[src/verilog/ldg_pkg.sv]
// Sizes are tied together: changing POLY_N, COEF_W or AXI_DATA_W reshapes the beat and GRAM maps
`default_nettype none

package ldg_pkg;

  // --------------------
  // Polynomial and bus sizes
  // --------------------
  localparam int COEF_W        = 16;
  localparam int AXI_DATA_W    = 64;
  localparam int AXI_ADD_W     = 32;
  localparam int AXI_ID_W      = 4;
  localparam int COEF_PER_BEAT = AXI_DATA_W / COEF_W;
  localparam int HALF_COEF     = COEF_PER_BEAT / 2;
  localparam int POLY_N        = 32;
  localparam int BEAT_NB       = POLY_N / COEF_PER_BEAT;
  localparam int POLY_BYTES    = POLY_N * COEF_W / 8;

  // --------------------
  // Command and GRAM
  // --------------------
  localparam int GID_W      = 8;
  localparam int SLOT_NB    = 4;
  localparam int SLOT_W     = $clog2(SLOT_NB);
  // GLWE id sits above the slot
  localparam int LDG_CMD_W  = GID_W + SLOT_W;
  localparam int GRAM_ADD_W = $clog2(SLOT_NB * BEAT_NB);

  localparam logic [AXI_ID_W-1:0] LDG_AXI_ID = 4'h3;

  // Bit 0 bad rresp, bit 1 unexpected rid
  localparam int LDG_ERR_W = 2;

  // One read beat, seen as four coefficients or as the two split halves
  typedef union packed {
    logic [COEF_PER_BEAT-1:0][COEF_W-1:0] coef;
    struct packed {
      logic [HALF_COEF-1:0][COEF_W-1:0] main_half;
      logic [HALF_COEF-1:0][COEF_W-1:0] subs_half;
    } half;
  } ldg_data_u;

endpackage

`default_nettype wire

[src/verilog/ldg_assembly.sv]
// SLR_LATENCY is 0 for direct wires or at least 2; it is split into outward and return halves
`default_nettype none

module ldg_assembly
  import ldg_pkg::*;
#(
  parameter int SLR_LATENCY = 6
) (
  input  logic                                     clk,
  input  logic                                     s_rst_n,
  input  logic [AXI_ADD_W-1:0]                     gid_offset,

  input  logic [LDG_CMD_W-1:0]                     seq_ldg_cmd,
  input  logic                                     seq_ldg_vld,
  output logic                                     seq_ldg_rdy,
  output logic                                     ldg_seq_done,

  output logic [AXI_ID_W-1:0]                      arid,
  output logic [AXI_ADD_W-1:0]                     araddr,
  output logic [7:0]                               arlen,
  output logic [2:0]                               arsize,
  output logic [1:0]                               arburst,
  output logic                                     arvalid,
  input  logic                                     arready,
  input  logic [AXI_ID_W-1:0]                      rid,
  input  logic [AXI_DATA_W-1:0]                    rdata,
  input  logic [1:0]                               rresp,
  input  logic                                     rlast,
  input  logic                                     rvalid,
  output logic                                     rready,

  // Lanes 3 and 2 from main, 1 and 0 from subs
  output logic [COEF_PER_BEAT-1:0]                 glwe_ram_wr_en,
  output logic [COEF_PER_BEAT-1:0][GRAM_ADD_W-1:0] glwe_ram_wr_add,
  output logic [COEF_PER_BEAT-1:0][COEF_W-1:0]     glwe_ram_wr_data,
  output logic [LDG_ERR_W-1:0]                     error
);

  localparam int OUTWARD_SLR_LATENCY = SLR_LATENCY / 2;
  localparam int RETURN_SLR_LATENCY  = SLR_LATENCY - OUTWARD_SLR_LATENCY;

  if (SLR_LATENCY == 1) begin : gen_bad_latency
    $fatal(1, "SLR_LATENCY of 1 is not supported, use 0 or at least 2");
  end

  // Main side of the crossing
  logic [LDG_CMD_W-1:0]                 main_cmd;
  logic                                 main_cmd_vld;
  logic                                 main_cmd_rdy;
  logic                                 main_done;
  logic [HALF_COEF-1:0][COEF_W-1:0]     main_data;
  logic                                 main_data_vld;
  logic                                 main_data_rdy;

  // Subs side of the crossing
  logic [LDG_CMD_W-1:0]                 subs_cmd;
  logic                                 subs_cmd_vld;
  logic                                 subs_cmd_rdy;
  logic                                 subs_done;
  logic [HALF_COEF-1:0][COEF_W-1:0]     subs_data;
  logic                                 subs_data_vld;
  logic                                 subs_data_rdy;

  logic [HALF_COEF-1:0]                 main_wr_en;
  logic [HALF_COEF-1:0][GRAM_ADD_W-1:0] main_wr_add;
  logic [HALF_COEF-1:0][COEF_W-1:0]     main_wr_data;
  logic [HALF_COEF-1:0]                 subs_wr_en;
  logic [HALF_COEF-1:0][GRAM_ADD_W-1:0] subs_wr_add;
  logic [HALF_COEF-1:0][COEF_W-1:0]     subs_wr_data;
  logic [LDG_ERR_W-1:0]                 main_error;
  logic [LDG_ERR_W-1:0]                 subs_error;

  assign glwe_ram_wr_en   = {main_wr_en, subs_wr_en};
  assign glwe_ram_wr_add  = {main_wr_add, subs_wr_add};
  assign glwe_ram_wr_data = {main_wr_data, subs_wr_data};

  always_ff @(posedge clk) begin
    if (!s_rst_n) begin
      error <= '0;
    end else begin
      error <= main_error | subs_error;
    end
  end

  // --------------------
  // Crossing
  // --------------------
  if (SLR_LATENCY == 0) begin : gen_direct
    assign subs_cmd      = main_cmd;
    assign subs_cmd_vld  = main_cmd_vld;
    assign main_cmd_rdy  = subs_cmd_rdy;
    assign subs_data     = main_data;
    assign subs_data_vld = main_data_vld;
    assign main_data_rdy = subs_data_rdy;
    assign main_done     = subs_done;
  end else begin : gen_pipe
    logic [RETURN_SLR_LATENCY-1:0] done_sr;

    ldg_slr_fifo #(
      .WIDTH (LDG_CMD_W),
      .DEPTH (OUTWARD_SLR_LATENCY)
    ) u_cmd_fifo (
      .clk      (clk),
      .s_rst_n  (s_rst_n),
      .in_data  (main_cmd),
      .in_vld   (main_cmd_vld),
      .in_rdy   (main_cmd_rdy),
      .out_data (subs_cmd),
      .out_vld  (subs_cmd_vld),
      .out_rdy  (subs_cmd_rdy)
    );

    ldg_slr_fifo #(
      .WIDTH (HALF_COEF * COEF_W),
      .DEPTH (OUTWARD_SLR_LATENCY)
    ) u_data_fifo (
      .clk      (clk),
      .s_rst_n  (s_rst_n),
      .in_data  (main_data),
      .in_vld   (main_data_vld),
      .in_rdy   (main_data_rdy),
      .out_data (subs_data),
      .out_vld  (subs_data_vld),
      .out_rdy  (subs_data_rdy)
    );

    // Done travels back as a plain pulse
    always_ff @(posedge clk) begin
      if (!s_rst_n) begin
        done_sr <= '0;
      end else begin
        done_sr[0] <= subs_done;
        for (int i = 1; i < RETURN_SLR_LATENCY; i++) begin
          done_sr[i] <= done_sr[i-1];
        end
      end
    end

    assign main_done = done_sr[RETURN_SLR_LATENCY-1];
  end

  // --------------------
  // Halves
  // --------------------
  ldg_main u_main (
    .clk           (clk),
    .s_rst_n       (s_rst_n),
    .gid_offset    (gid_offset),
    .seq_ldg_cmd   (seq_ldg_cmd),
    .seq_ldg_vld   (seq_ldg_vld),
    .seq_ldg_rdy   (seq_ldg_rdy),
    .ldg_seq_done  (ldg_seq_done),
    .arid          (arid),
    .araddr        (araddr),
    .arlen         (arlen),
    .arsize        (arsize),
    .arburst       (arburst),
    .arvalid       (arvalid),
    .arready       (arready),
    .rid           (rid),
    .rdata         (rdata),
    .rresp         (rresp),
    .rlast         (rlast),
    .rvalid        (rvalid),
    .rready        (rready),
    .subs_cmd      (main_cmd),
    .subs_cmd_vld  (main_cmd_vld),
    .subs_cmd_rdy  (main_cmd_rdy),
    .subs_cmd_done (main_done),
    .subs_data     (main_data),
    .subs_data_vld (main_data_vld),
    .subs_data_rdy (main_data_rdy),
    .main_wr_en    (main_wr_en),
    .main_wr_add   (main_wr_add),
    .main_wr_data  (main_wr_data),
    .main_error    (main_error)
  );

  ldg_subs u_subs (
    .clk           (clk),
    .s_rst_n       (s_rst_n),
    .subs_cmd      (subs_cmd),
    .subs_cmd_vld  (subs_cmd_vld),
    .subs_cmd_rdy  (subs_cmd_rdy),
    .subs_cmd_done (subs_done),
    .subs_data     (subs_data),
    .subs_data_vld (subs_data_vld),
    .subs_data_rdy (subs_data_rdy),
    .subs_wr_en    (subs_wr_en),
    .subs_wr_add   (subs_wr_add),
    .subs_wr_data  (subs_wr_data),
    .subs_error    (subs_error)
  );

endmodule

`default_nettype wire

[src/verilog/ldg_main.sv]
// One command at a time; the next is taken only after subs reports done for the current one
`default_nettype none

module ldg_main
  import ldg_pkg::*;
(
  input  logic                                 clk,
  input  logic                                 s_rst_n,
  input  logic [AXI_ADD_W-1:0]                 gid_offset,

  input  logic [LDG_CMD_W-1:0]                 seq_ldg_cmd,
  input  logic                                 seq_ldg_vld,
  output logic                                 seq_ldg_rdy,
  output logic                                 ldg_seq_done,

  output logic [AXI_ID_W-1:0]                  arid,
  output logic [AXI_ADD_W-1:0]                 araddr,
  output logic [7:0]                           arlen,
  output logic [2:0]                           arsize,
  output logic [1:0]                           arburst,
  output logic                                 arvalid,
  input  logic                                 arready,
  input  logic [AXI_ID_W-1:0]                  rid,
  input  logic [AXI_DATA_W-1:0]                rdata,
  input  logic [1:0]                           rresp,
  input  logic                                 rlast,
  input  logic                                 rvalid,
  output logic                                 rready,

  output logic [LDG_CMD_W-1:0]                 subs_cmd,
  output logic                                 subs_cmd_vld,
  input  logic                                 subs_cmd_rdy,
  input  logic                                 subs_cmd_done,

  output logic [HALF_COEF-1:0][COEF_W-1:0]     subs_data,
  output logic                                 subs_data_vld,
  input  logic                                 subs_data_rdy,

  output logic [HALF_COEF-1:0]                 main_wr_en,
  output logic [HALF_COEF-1:0][GRAM_ADD_W-1:0] main_wr_add,
  output logic [HALF_COEF-1:0][COEF_W-1:0]     main_wr_data,
  output logic [LDG_ERR_W-1:0]                 main_error
);

  localparam int         BEAT_W    = $clog2(BEAT_NB);
  localparam logic [1:0] ST_IDLE   = 2'd0;
  localparam logic [1:0] ST_ADDR   = 2'd1;
  localparam logic [1:0] ST_BURST  = 2'd2;
  localparam logic [1:0] ST_WAIT   = 2'd3;
  localparam logic [1:0] RESP_OKAY = 2'b00;

  logic [1:0]            state;
  logic [1:0]            state_next;
  logic [SLOT_W-1:0]     slot;
  logic [BEAT_W-1:0]     beat_cnt;
  logic [GRAM_ADD_W-1:0] beat_add;
  logic                  cmd_acc;
  logic                  beat_ok;
  logic                  last_beat;
  ldg_data_u             rd_word;

  assign cmd_acc   = seq_ldg_vld & seq_ldg_rdy;
  assign beat_ok   = rvalid & rready;
  assign last_beat = beat_ok & (beat_cnt == BEAT_W'(BEAT_NB - 1));
  assign rd_word   = rdata;
  assign beat_add  = GRAM_ADD_W'(slot * BEAT_NB) + GRAM_ADD_W'(beat_cnt);

  // --------------------
  // FSM
  // --------------------
  always_comb begin
    state_next = state;
    case (state)
      ST_IDLE:  if (cmd_acc) state_next = ST_ADDR;
      ST_ADDR:  if (arready) state_next = ST_BURST;
      ST_BURST: if (last_beat) state_next = ST_WAIT;
      default:  if (subs_cmd_done) state_next = ST_IDLE;
    endcase
  end

  always_ff @(posedge clk) begin
    if (!s_rst_n) begin
      state        <= ST_IDLE;
      seq_ldg_rdy  <= 1'b0;
      ldg_seq_done <= 1'b0;
      subs_cmd_vld <= 1'b0;
      beat_cnt     <= '0;
      main_wr_en   <= '0;
    end else begin
      state        <= state_next;
      seq_ldg_rdy  <= (state_next == ST_IDLE);
      ldg_seq_done <= (state == ST_WAIT) & subs_cmd_done;
      // Command goes to subs right at acceptance
      if (cmd_acc) begin
        subs_cmd_vld <= 1'b1;
      end else if (subs_cmd_rdy) begin
        subs_cmd_vld <= 1'b0;
      end
      if (last_beat) begin
        beat_cnt <= '0;
      end else if (beat_ok) begin
        beat_cnt <= beat_cnt + 1'b1;
      end
      main_wr_en <= {HALF_COEF{beat_ok}};
    end
  end

  // --------------------
  // AXI read
  // --------------------
  assign arid    = LDG_AXI_ID;
  assign arlen   = 8'(BEAT_NB - 1);
  // 8 bytes per beat, incrementing
  assign arsize  = 3'd3;
  assign arburst = 2'b01;
  assign arvalid = (state == ST_ADDR);
  assign rready  = (state == ST_BURST) & subs_data_rdy;

  always_ff @(posedge clk) begin
    if (cmd_acc) begin
      subs_cmd <= seq_ldg_cmd;
      slot     <= seq_ldg_cmd[SLOT_W-1:0];
      araddr   <= gid_offset
                + AXI_ADD_W'(POLY_BYTES) * AXI_ADD_W'(seq_ldg_cmd[LDG_CMD_W-1 -: GID_W]);
    end
  end

  // --------------------
  // Beat split
  // --------------------
  // Lower half crosses to subs in the beat cycle
  assign subs_data     = rd_word.half.subs_half;
  assign subs_data_vld = (state == ST_BURST) & rvalid;

  always_ff @(posedge clk) begin
    main_wr_add  <= {HALF_COEF{beat_add}};
    main_wr_data <= rd_word.half.main_half;
  end

  assign main_error[0] = beat_ok & (rresp != RESP_OKAY);
  assign main_error[1] = beat_ok & (rid != LDG_AXI_ID);

  a_rlast_on_last_beat: assert property (@(posedge clk) disable iff (!s_rst_n)
    beat_ok |-> (rlast == (beat_cnt == BEAT_W'(BEAT_NB - 1))))
    else $error("rlast seen out of place at beat %0d", beat_cnt);

endmodule

`default_nettype wire

[src/verilog/ldg_slr_fifo.sv]
// DEPTH must be at least 1; the ready path is combinational through every stage of the chain
`default_nettype none

module ldg_slr_fifo #(
  parameter int WIDTH = 8,
  parameter int DEPTH = 2
) (
  input  logic             clk,
  input  logic             s_rst_n,

  input  logic [WIDTH-1:0] in_data,
  input  logic             in_vld,
  output logic             in_rdy,

  output logic [WIDTH-1:0] out_data,
  output logic             out_vld,
  input  logic             out_rdy
);

  logic [WIDTH-1:0] stage_data [DEPTH];
  logic             stage_vld  [DEPTH];
  // Stage can take a new item this cycle
  logic             stage_rdy  [DEPTH];

  for (genvar i = 0; i < DEPTH; i++) begin : gen_stage
    logic [WIDTH-1:0] prev_data;
    logic             prev_vld;
    logic             next_rdy;

    if (i == 0) begin : gen_first
      assign prev_data = in_data;
      assign prev_vld  = in_vld;
    end else begin : gen_inner
      assign prev_data = stage_data[i-1];
      assign prev_vld  = stage_vld[i-1];
    end

    if (i == DEPTH - 1) begin : gen_last
      assign next_rdy = out_rdy;
    end else begin : gen_chain
      assign next_rdy = stage_rdy[i+1];
    end

    // Empty, or the current item moves on this cycle
    assign stage_rdy[i] = ~stage_vld[i] | next_rdy;

    always_ff @(posedge clk) begin
      if (!s_rst_n) begin
        stage_vld[i] <= 1'b0;
      end else if (stage_rdy[i]) begin
        stage_vld[i] <= prev_vld;
      end
    end

    always_ff @(posedge clk) begin
      if (stage_rdy[i] && prev_vld) begin
        stage_data[i] <= prev_data;
      end
    end
  end

  assign in_rdy   = stage_rdy[0];
  assign out_data = stage_data[DEPTH-1];
  assign out_vld  = stage_vld[DEPTH-1];

  // Output item held until taken
  a_out_stable: assert property (@(posedge clk) disable iff (!s_rst_n)
    (out_vld && !out_rdy) |=> (out_vld && $stable(out_data)))
    else $error("crossing FIFO output changed while stalled");

endmodule

`default_nettype wire

[src/verilog/ldg_subs.sv]
// Only the slot field of the command is used here; the GLWE id is consumed by main
`default_nettype none

module ldg_subs
  import ldg_pkg::*;
(
  input  logic                                 clk,
  input  logic                                 s_rst_n,

  input  logic [LDG_CMD_W-1:0]                 subs_cmd,
  input  logic                                 subs_cmd_vld,
  output logic                                 subs_cmd_rdy,
  output logic                                 subs_cmd_done,

  input  logic [HALF_COEF-1:0][COEF_W-1:0]     subs_data,
  input  logic                                 subs_data_vld,
  output logic                                 subs_data_rdy,

  output logic [HALF_COEF-1:0]                 subs_wr_en,
  output logic [HALF_COEF-1:0][GRAM_ADD_W-1:0] subs_wr_add,
  output logic [HALF_COEF-1:0][COEF_W-1:0]     subs_wr_data,
  output logic [LDG_ERR_W-1:0]                 subs_error
);

  localparam int BEAT_W = $clog2(BEAT_NB);

  logic                  cmd_held;
  logic [SLOT_W-1:0]     slot;
  logic [BEAT_W-1:0]     beat_cnt;
  logic [GRAM_ADD_W-1:0] beat_add;
  logic                  data_ok;
  logic                  last_wr;

  assign subs_cmd_rdy  = ~cmd_held;
  assign subs_data_rdy = cmd_held;
  assign data_ok       = subs_data_vld & cmd_held;
  assign beat_add      = GRAM_ADD_W'(slot * BEAT_NB) + GRAM_ADD_W'(beat_cnt);
  // Nothing checked on this side yet
  assign subs_error    = '0;

  always_ff @(posedge clk) begin
    if (!s_rst_n) begin
      cmd_held      <= 1'b0;
      beat_cnt      <= '0;
      last_wr       <= 1'b0;
      subs_cmd_done <= 1'b0;
      subs_wr_en    <= '0;
    end else begin
      // Command released together with the done pulse
      if (subs_cmd_vld && !cmd_held) begin
        cmd_held <= 1'b1;
      end else if (last_wr) begin
        cmd_held <= 1'b0;
      end
      if (data_ok) begin
        beat_cnt <= (beat_cnt == BEAT_W'(BEAT_NB - 1)) ? '0 : beat_cnt + 1'b1;
      end
      last_wr       <= data_ok & (beat_cnt == BEAT_W'(BEAT_NB - 1));
      subs_cmd_done <= last_wr;
      subs_wr_en    <= {HALF_COEF{data_ok}};
    end
  end

  always_ff @(posedge clk) begin
    if (subs_cmd_vld && !cmd_held) begin
      slot <= subs_cmd[SLOT_W-1:0];
    end
    subs_wr_add  <= {HALF_COEF{beat_add}};
    subs_wr_data <= subs_data;
  end

  // Main sends the command ahead of the first beat
  a_data_after_cmd: assert property (@(posedge clk) disable iff (!s_rst_n)
    subs_data_vld |-> cmd_held)
    else $error("subs data arrived with no command held");

endmodule

`default_nettype wire
[config.mk]
export PLATFORM = sky130hd
export DESIGN_NAME = ldg_assembly
export DESIGN_NICKNAME = d
export VERILOG_FILES = /design/src/verilog/ldg_pkg.sv /design/src/verilog/ldg_assembly.sv /design/src/verilog/ldg_main.sv /design/src/verilog/ldg_slr_fifo.sv /design/src/verilog/ldg_subs.sv
export SDC_FILE = /design/constraint.sdc
export NUM_CORES = 1
export LEC_CHECK = 0
export BUFFER_PORTS_ARGS = -buffer_cell sky130_fd_sc_hd__buf_2
export CORE_UTILIZATION = 45
export DETAILED_ROUTE_END_ITERATION = 16
export PLACE_DENSITY = 0.73
export SYNTH_ARGS = -nofsm -noshare
export SYNTH_HDL_FRONTEND = slang
export SYNTH_SLANG_ARGS = --single-unit
[constraint.sdc]
create_clock -name clk -period 8.85 [get_ports clk]
set_input_delay 0.4425 -clock clk [delete_from_list [all_inputs] [get_ports clk]]
set_output_delay 0.4425 -clock clk [all_outputs]
set_load 0.01 [all_outputs]
==> impl_metrics.prom, run 1 <==
# TYPE chip_impl_metric gauge
chip_impl_info{name="status",value="completed"} 1
chip_impl_metric{name="post_cts_resized",unit=""} 0
chip_impl_metric{name="core.rowCount",unit=""} 46
chip_impl_metric{name="postCtsSetupRepairBufs",unit=""} 0
chip_impl_metric{name="layout_overhead_on_the_synthesized_area",unit="%"} 28.67
chip_impl_metric{name="pin_count",unit=""} 261
chip_impl_metric{name="route.antenna.remaining_nets",unit=""} 0
chip_impl_metric{name="vias",unit=""} 4237
chip_impl_metric{name="leakage",unit="nW"} 4.068
chip_impl_info{name="cts-root-buf",value="clkbuf_16"} 1
chip_impl_metric{name="drt-initial-drc-count",unit=""} 135
chip_impl_metric{name="cts_made_buffers",unit=""} 24
chip_impl_metric{name="die-area",unit="um2"} 17250
chip_impl_metric{name="max_slew_margin",unit="%"} 28.48
chip_impl_metric{name="grt_max_degree",unit=""} 35
chip_impl_metric{name="post-synth-top-area-fraction",unit="%"} 56.65
chip_impl_metric{name="postLayoutCellArea",unit="um2"} 9686
chip_impl_metric{name="tightestPinTransition",unit="ps"} 1070
chip_impl_metric{name="place.detailed.hpwl",unit="mm"} 10.42
chip_impl_metric{name="ir_drop",unit="mV"} 0.1778
chip_impl_metric{name="cp.required",unit="ps"} 9040
chip_impl_metric{name="core",unit="um2"} 16120
chip_impl_metric{name="yosys.area_share.adder",unit="%"} 2.261
chip_impl_metric{name="finClkSkew",unit="ps"} 17.45
chip_impl_metric{name="initial_standard_cell_utilization_of_the_core",unit="%"} 46.71
chip_impl_metric{name="fraction_of_layout_instances_using_a_drive_strength_above_1",unit="%"} 41.61
chip_impl_metric{name="post_synth_xor_xnor_area",unit="%"} 2.793
chip_impl_metric{name="clkLatencyLatePin",unit="ps"} 510
chip_impl_info{name="setup.worst_path.class",value="reg -> reg"} 1
chip_impl_metric{name="place_area",unit="um2"} 8866
chip_impl_metric{name="timing.critical_path.arrival",unit="ps"} 2540
chip_impl_metric{name="yosysWarnings",unit=""} 0
chip_impl_info{name="setup_repair_after_global_routing_missed_its_margin",value="false"} 1
chip_impl_metric{name="timing.final.setup_violations",unit=""} 0
chip_impl_metric{name="wire_per_inst",unit="um"} 15.51
chip_impl_info{name="cpLargestDelayFamily",value="buffers and inverters"} 1
chip_impl_metric{name="crit_path_max_incr_delay",unit="ps"} 480
chip_impl_metric{name="clock_sinks",unit=""} 239
chip_impl_metric{name="number_of_antenna_violations_at_the_first_check_in_global_routing",unit=""} 1
chip_impl_metric{name="buffer_and_inverter_count_on_the_worst_path",unit=""} 2
chip_impl_metric{name="synth_seq_area_share",unit="%"} 82.45
chip_impl_metric{name="fin_crit_sh",unit="%"} 26.56
chip_impl_metric{name="final.hold.worst_slack",unit="ps"} 36.56
chip_impl_metric{name="finalMaxSlewViolations",unit=""} 0
chip_impl_metric{name="synth_compound_area_share",unit="%"} 3.275
chip_impl_info{name="path_cells",value="nor2b_2 -> a311oi_2 -> nand2_2 -> inv_1 -> buf_4"} 1
chip_impl_metric{name="wire_length_of_the_first_global_routing_pass",unit="mm"} 22.05
chip_impl_metric{name="synth.area.mux_share",unit="%"} 0
chip_impl_metric{name="max_root_sink_buffers",unit=""} 3
chip_impl_info{name="cts_tree",value="done"} 1
chip_impl_metric{name="clkSlewWorstSetupHoldPaths",unit="ps"} 60
chip_impl_metric{name="fin_total_pwr",unit="mW"} 2.346
chip_impl_info{name="synth.area.top_cells",value="edfxtp_1 57%, dfxtp_1 26%, buf_4 3.0%, xnor2_1 2.2%, ha_1 2.0%"} 1
chip_impl_metric{name="syn_inst",unit=""} 438
chip_impl_metric{name="detail_route.drc_violations",unit=""} 0
chip_impl_info{name="largest_family_of_logic_cells_by_synthesized_area",value="simple AND/OR/NAND/NOR gates"} 1
chip_impl_info{name="final_common_cell",value="buf_2"} 1
chip_impl_info{name="synth_top_cell_by_area",value="edfxtp_1"} 1
chip_impl_metric{name="period_needed",unit="ps"} 2350
chip_impl_metric{name="routabilityCongestion",unit=""} 0.7944
chip_impl_info{name="critical_path_slowest_stage_cell",value="dfxtp_1"} 1
chip_impl_metric{name="synthDistinctLibCells",unit=""} 38
chip_impl_metric{name="finalHoldViolations",unit=""} 0
chip_impl_metric{name="timing.fmax",unit="MHz"} 425.5
chip_impl_metric{name="ctsHoldBuffers",unit=""} 0
chip_impl_metric{name="gr-total-overflow",unit=""} 0
chip_impl_metric{name="routed_via_density",unit=""} 4.576
chip_impl_metric{name="dr.pass1.iters",unit=""} 4
chip_impl_metric{name="dieHeight",unit="um"} 131.3
chip_impl_info{name="hold_class",value="in -> reg"} 1
chip_impl_metric{name="h_tree_levels",unit=""} 1
chip_impl_metric{name="postSynthRegisterBits",unit=""} 239
chip_impl_metric{name="portBuffers",unit=""} 242
chip_impl_info{name="worst_setup_path_start_kind",value="flop"} 1
chip_impl_metric{name="synth_area",unit="um2"} 7527
chip_impl_metric{name="grt_pass1_vias",unit=""} 4358
chip_impl_metric{name="max_cap_viol_count",unit=""} 0
chip_impl_info{name="most-common-layout-cells",value="242 x buf_2, 142 x edfxtp_1, 97 x dfxtp_1"} 1
chip_impl_info{name="critPathCaptureType",value="flop"} 1
chip_impl_metric{name="syn_area_per_cell",unit="um2"} 17.19
chip_impl_metric{name="worst-r2r-setup-slack",unit="ps"} 6500
chip_impl_metric{name="worst-path-max-fanout",unit=""} 21
chip_impl_metric{name="globalRouteTotalUtil",unit="%"} 16.39
chip_impl_metric{name="synthSimpleGateAreaFrac",unit="%"} 5.585
chip_impl_metric{name="die-width",unit="um"} 131.3
chip_impl_metric{name="final_nets",unit=""} 822
chip_impl_metric{name="timing.setup.tns",unit="ps"} 0
chip_impl_metric{name="power-per-cell-area",unit="nW/um2"} 242.2
chip_impl_metric{name="postRouteWirelength",unit="mm"} 14.36
-- registers in the layout, summed over array words and instances (netlist names), 3 cells and up --
| register | cells |
|---|---|
| gen_pipe.u_cmd_fifo.stage_data | 6 |
| u_main.main_wr_add | 5 |
| gen_pipe.u_cmd_fifo.stage_vld | 3 |
| u_main.main_wr_data | 32 |
| u_subs.subs_wr_data | 32 |
| u_subs.subs_wr_add | 5 |
| u_main.araddr | 32 |
| gen_pipe.done_sr | 3 |
| gen_pipe.u_data_fifo.stage_vld | 3 |
| u_subs.beat_cnt | 3 |
| gen_pipe.u_data_fifo.stage_data | 96 |
| u_main.beat_cnt | 3 |
-- worst reg2reg max path: cells and delay by family, from the launching register on --
family	cells	cell delay (ps)
AND/OR/NAND/NOR	2	320
flip-flops	1	480
AO/OA/AOI/OAI	1	340
buffers and inverters	2	880
-- path summary, 6_finish.rpt --
check / start / to / cells past startpoint
max reg2reg: u_subs.subs_data_rdy / gen_pipe.u_data_fifo.stage_data[0][10] / 5
min: rdata[35] / u_main.main_wr_data[3] / 1
max: u_subs.subs_data_rdy / gen_pipe.u_data_fifo.stage_data[0][10] / 5
min reg2reg: gen_pipe.u_data_fifo.stage_data[2][6] / u_subs.subs_wr_data[6] / 0
-- routing by layer --
| metal | wire length [um] | track usage, % | vias to the layer above |
|---|---|---|---|
| met5 | 0 | 0 | - |
| met4 | 496 | 6.266 | 0 |
| met3 | 1516 | 6.481 | 35 |
| met2 | 7017 | 28.78 | 209 |
| met1 | 5331 | 17.69 | 1971 |
| li1 | - | - | 2022 |
-- cells in the mapped netlist --
cell         n
or3_1        1
o21bai_1     1
ha_1        12
and2_1       8
and3_1       8
a21oi_1     16
a31oi_1      1
a311oi_2     1
conb_1       2
fa_1         1
a221oi_2     1
nor2b_1      4
a21o_1       3
nand3_1      9
xnor2_1     19
edfxtp_1   142
inv_1        9
xor2_1       5
a21oi_4      1
nor3b_1      3
nand4_1      3
nand2_1     20
nor2_1      21
clkbuf_1     2
nor3_1       3
nand2b_1     2
buf_4       30
o21ai_0      2
dfxtp_1     97
o2111ai_2    1
nand2_2      1
a31o_2       1
o21a_4       1
a21boi_0     2
nor2b_2      1
nor2_2       1
o22ai_1      2
a211oi_1     1
-- power by group --
| part | switching [mW] | internal (mW) | total (mW) |
|---|---|---|---|
| sequential | 0.00854 | 1.21 | 1.22 |
| clock | 0.404 | 0.611 | 1.02 |
| combinational | 0.0650 | 0.0507 | 0.116 |
-- final cells by class --
class	instances	area [um2]
Fill cell	1247	6430
Clock inverter	13	127.6
Clock buffer	31	689.4
Tap cell	216	270.3
Antenna cell	1	2.502
Inverter	9	33.78
Multi-Input combinational cell	173	1130
Timing Repair Buffer	244	1226
Sequential cell	239	6206
-- through the flow --
stage	util [%]	setup WS [ps]	std cells
finish	60.10	6500	926
CTS	60.09	6446	925
detailed placement	55.02	6422	881
global placement	55.02	6438	881
global route	60.09	6274	925
floorplan	-	5494	453
-- kinds of logic after synthesis --
| logic type | Yosys count |
|---|---|
| DFF | 239 |
| buffers and inverters | 41 |
| xor gates and xnor gates | 24 |
| and+or+nand+nor | 85 |
| AOI/OAI and AO/OA | 34 |
| adders and majority gates | 13 |
| other | 2 |
Note: power is estimated with default switching activity, not from simulation.
==> run 2, diff against run 1 <==
--- a/config.mk
+++ b/config.mk
@@ -6,9 +6,9 @@
 export NUM_CORES = 1
 export LEC_CHECK = 0
 export BUFFER_PORTS_ARGS = -buffer_cell sky130_fd_sc_hd__buf_2
-export CORE_UTILIZATION = 45
+export CORE_UTILIZATION = 44
 export DETAILED_ROUTE_END_ITERATION = 16
-export PLACE_DENSITY = 0.73
+export PLACE_DENSITY = 0.74
 export SYNTH_ARGS = -nofsm -noshare
 export SYNTH_HDL_FRONTEND = slang
 export SYNTH_SLANG_ARGS = --single-unit
==> constraint.sdc (replaced) <==
create_clock -name clk -period 2.1 [get_ports clk]
set_input_delay 0.105 -clock clk [delete_from_list [all_inputs] [get_ports clk]]
set_output_delay 0.105 -clock clk [all_outputs]
set_load 0.01 [all_outputs]
==> run 2 against run 1 <==
Compared with the run above:
- power grew to 4.4 times the previous value
- setup slack worse by 6400 ps
- combinational power rose to 5.8 times the previous value
- worst hold slack better by 28 ps
- wire length is 10% higher
- sequential share of layout area fell by 6.8 points
- cell area is 12% higher
- largest cell class unchanged
- non-clock buffer count grew 112
- core utilization rose by 5.1 points
- via count increased by 10%
- register-to-register slack got worse by 6100 ps
- cell count up 12%
==> impl_metrics.prom, run 2 (same netlist as run 1, synthesis figures left out) <==
# TYPE chip_impl_metric gauge
chip_impl_info{name="status",value="completed"} 1
chip_impl_info{name="worst_hold_path.endpoint",value="u_main.beat_cnt[0]"} 1
chip_impl_metric{name="grt_pass1_vias",unit=""} 4934
chip_impl_metric{name="timing.fmax",unit="MHz"} 493.8
chip_impl_metric{name="core",unit="um2"} 16640
chip_impl_metric{name="fin_util",unit="%"} 65.16
chip_impl_metric{name="pin_count",unit=""} 261
chip_impl_metric{name="detail_route.drc_violations",unit=""} 0
chip_impl_metric{name="fin_total_pwr",unit="mW"} 10.28
chip_impl_metric{name="power-per-cell-area",unit="nW/um2"} 948.2
chip_impl_info{name="final_common_cell",value="buf_2"} 1
chip_impl_metric{name="gr-total-overflow",unit=""} 0
chip_impl_metric{name="fin_crit_sh",unit="%"} 96.44
chip_impl_metric{name="wire_length_of_the_first_global_routing_pass",unit="mm"} 24.32
chip_impl_metric{name="cts_made_buffers",unit=""} 24
chip_impl_info{name="largest-register",value="gen_pipe.u_data_fifo.stage_data"} 1
chip_impl_metric{name="timing.setup.tns",unit="ps"} 0
chip_impl_metric{name="worst-r2r-setup-slack",unit="ps"} 400
chip_impl_info{name="cpLargestDelayFamily",value="compound AO/OA/AOI/OAI gates"} 1
chip_impl_metric{name="fraction_of_layout_instances_using_a_drive_strength_above_1",unit="%"} 37.39
chip_impl_metric{name="portBuffers",unit=""} 242
chip_impl_info{name="worst_r2r_startpoint",value="gen_pipe.u_data_fifo.stage_vld[2]"} 1
chip_impl_metric{name="largest_register_ffs",unit=""} 96
chip_impl_metric{name="finalNonFillerCells",unit=""} 1041
chip_impl_metric{name="max_cap_viol_count",unit=""} 0
chip_impl_metric{name="dieHeight",unit="um"} 132.8
chip_impl_info{name="critical_path_slowest_stage_cell",value="dlygate4sd3_1"} 1
chip_impl_metric{name="clock_sinks",unit=""} 239
chip_impl_metric{name="routabilityCongestion",unit=""} 0.8319
chip_impl_metric{name="final.hold.worst_slack",unit="ps"} 64.66
chip_impl_metric{name="dr.pass1.iters",unit=""} 4
chip_impl_metric{name="worst-r2r-cell-count",unit=""} 5
chip_impl_metric{name="period_needed",unit="ps"} 2025
chip_impl_info{name="worst_r2r_endpoint",value="gen_pipe.u_data_fifo.stage_data[0][6]"} 1
chip_impl_metric{name="drt-initial-drc-count",unit=""} 204
chip_impl_metric{name="cp.required",unit="ps"} 2350
chip_impl_metric{name="initial_standard_cell_utilization_of_the_core",unit="%"} 45.23
chip_impl_info{name="cts-root-buf",value="clkbuf_16"} 1
chip_impl_metric{name="final_nets",unit=""} 934
chip_impl_metric{name="grt_max_degree",unit=""} 35
chip_impl_metric{name="number_of_antenna_violations_at_the_first_check_in_global_routing",unit=""} 0
chip_impl_info{name="hold_class",value="in -> reg"} 1
chip_impl_metric{name="postRouteWirelength",unit="mm"} 15.87
chip_impl_info{name="most-common-layout-cells",value="242 x buf_2, 142 x edfxtp_1, 103 x dlygate4sd3_1"} 1
chip_impl_metric{name="max_root_sink_buffers",unit=""} 3
chip_impl_metric{name="buffer_and_inverter_count_on_the_worst_path",unit=""} 2
chip_impl_metric{name="clkLatencyLatePin",unit="ps"} 500
chip_impl_metric{name="ir_drop",unit="mV"} 0.6740
chip_impl_metric{name="dp_slack",unit="ps"} 26.53
chip_impl_metric{name="wire_per_inst",unit="um"} 15.24
chip_impl_metric{name="place_area",unit="um2"} 8927
chip_impl_metric{name="leakage",unit="nW"} 4.555
chip_impl_metric{name="vias",unit=""} 4681
chip_impl_metric{name="met2RoutedLength",unit="mm"} 8.231
chip_impl_metric{name="finalHoldViolations",unit=""} 0
chip_impl_metric{name="routed_via_density",unit=""} 4.497
chip_impl_metric{name="clkSlewWorstSetupHoldPaths",unit="ps"} 70
chip_impl_info{name="critPathCaptureType",value="flop"} 1
chip_impl_metric{name="crit_path_max_incr_delay",unit="ps"} 530
chip_impl_metric{name="antenna_cells",unit=""} 0
chip_impl_metric{name="die-area",unit="um2"} 17630
chip_impl_metric{name="finalWorstSetupSlack",unit="ps"} 74.76
chip_impl_info{name="top_signal_layer_used",value="met4"} 1
chip_impl_metric{name="worst-path-max-fanout",unit=""} 5
chip_impl_info{name="cts_tree",value="done"} 1
chip_impl_metric{name="timing.final.setup_violations",unit=""} 0
chip_impl_info{name="setup.worst_path.class",value="in -> reg"} 1
chip_impl_metric{name="finalMaxSlewViolations",unit=""} 0
chip_impl_info{name="worst_setup_path_start_kind",value="input port"} 1
chip_impl_metric{name="place.detailed.hpwl",unit="mm"} 10.30
chip_impl_metric{name="h_tree_levels",unit=""} 1
chip_impl_metric{name="wl_met1",unit="mm"} 5.796
chip_impl_metric{name="route.antenna.remaining_nets",unit=""} 0
chip_impl_metric{name="dp_cells",unit=""} 892
chip_impl_metric{name="globalRouteTotalUtil",unit="%"} 17.57
chip_impl_metric{name="finClkSkew",unit="ps"} 9.532
chip_impl_metric{name="layout_overhead_on_the_synthesized_area",unit="%"} 44.07
chip_impl_metric{name="core.rowCount",unit=""} 47
chip_impl_metric{name="timing.critical_path.arrival",unit="ps"} 2280
chip_impl_metric{name="postLayoutCellArea",unit="um2"} 10840
chip_impl_metric{name="hold-path-cell-count",unit=""} 4
chip_impl_info{name="worst_hold_startpoint",value="rvalid"} 1
chip_impl_metric{name="met3_length",unit="mm"} 1.454
chip_impl_info{name="path_cells",value="dlygate4sd3_1 -> buf_2 -> ha_1 -> fa_2 -> a21o_1 -> a221oi_4 -> o21a_4 -> nor2_2 -> nand3_1 -> xnor2_1"} 1
chip_impl_metric{name="die-width",unit="um"} 132.8
[run 2: cell count changes in the layout (fill, tap and decap cells not counted), moves of 2 or more]
cell,previous run,this run
clkbuf_1,3,1
dlygate4sd3_1,0,103
bufinv_16,2,4
buf_4,2,11
[run 2: area by class of cell]
class / count / area, um2
well taps: 220 / 275.3
flip-flops and latches: 239 / 6206
inverters: 9 / 37.54
repair buffers: 356 / 2325
clock buffers: 28 / 656.9
clock inverters: 16 / 200.2
fillers: 1130 / 5798
multi-input cells: 173 / 1144
[run 2: repair_timing]
| action | CTS | global route |
|---|---|---|
| setup endpoints to repair | 0 | 8 |
| hold endpoints to repair | 104 | 0 |
| gates resized for setup | 0 | 2 |
| hold buffers | 103 | 0 |
| buffers inserted | 0 | 2 |
[run 2: worst max path at each step]
| stage | from | to | cells after the start | slack (ps) |
|---|---|---|---|---|
| final | seq_ldg_cmd[2] | u_main.araddr[30] | 10 | 70 |
| after global routing | seq_ldg_cmd[2] | u_main.araddr[30] | 10 | -4 |
| after CTS | seq_ldg_cmd[2] | u_main.araddr[30] | 10 | 20 |
| after detailed placement | gid_offset[6] | u_main.araddr[30] | 9 | 30 |
| after global placement | gid_offset[6] | u_main.araddr[30] | 9 | 80 |
| after floorplan | u_subs.subs_data_rdy | gen_pipe.u_data_fifo.stage_vld[0] | 7 | 20 |
[run 2: worst reg2reg max path, delay by kind of cell (launching register included)]
family,cells,cell delay (ps)
buf+inv,2,390
flops,1,320
compound gates,1,340
simple gates,2,350
[run 2: power by group]
group / total, mW / internal, mW / switching [mW]
clock network: 4.48 / 2.75 / 1.73
registers: 5.12 / 5.09 / 0.0379
logic: 0.677 / 0.355 / 0.322
total: 10.3 / 8.19 / 2.09
[run 2: routing by layer]
| metal | vias up | GRT usage, % |
|---|---|---|
| li1 | 2244 | - |
| met1 | 2156 | 19.09 |
| met2 | 235 | 32.08 |
| met3 | 46 | 6.054 |
| met4 | 0 | 5.172 |
| met5 | - | 0 |
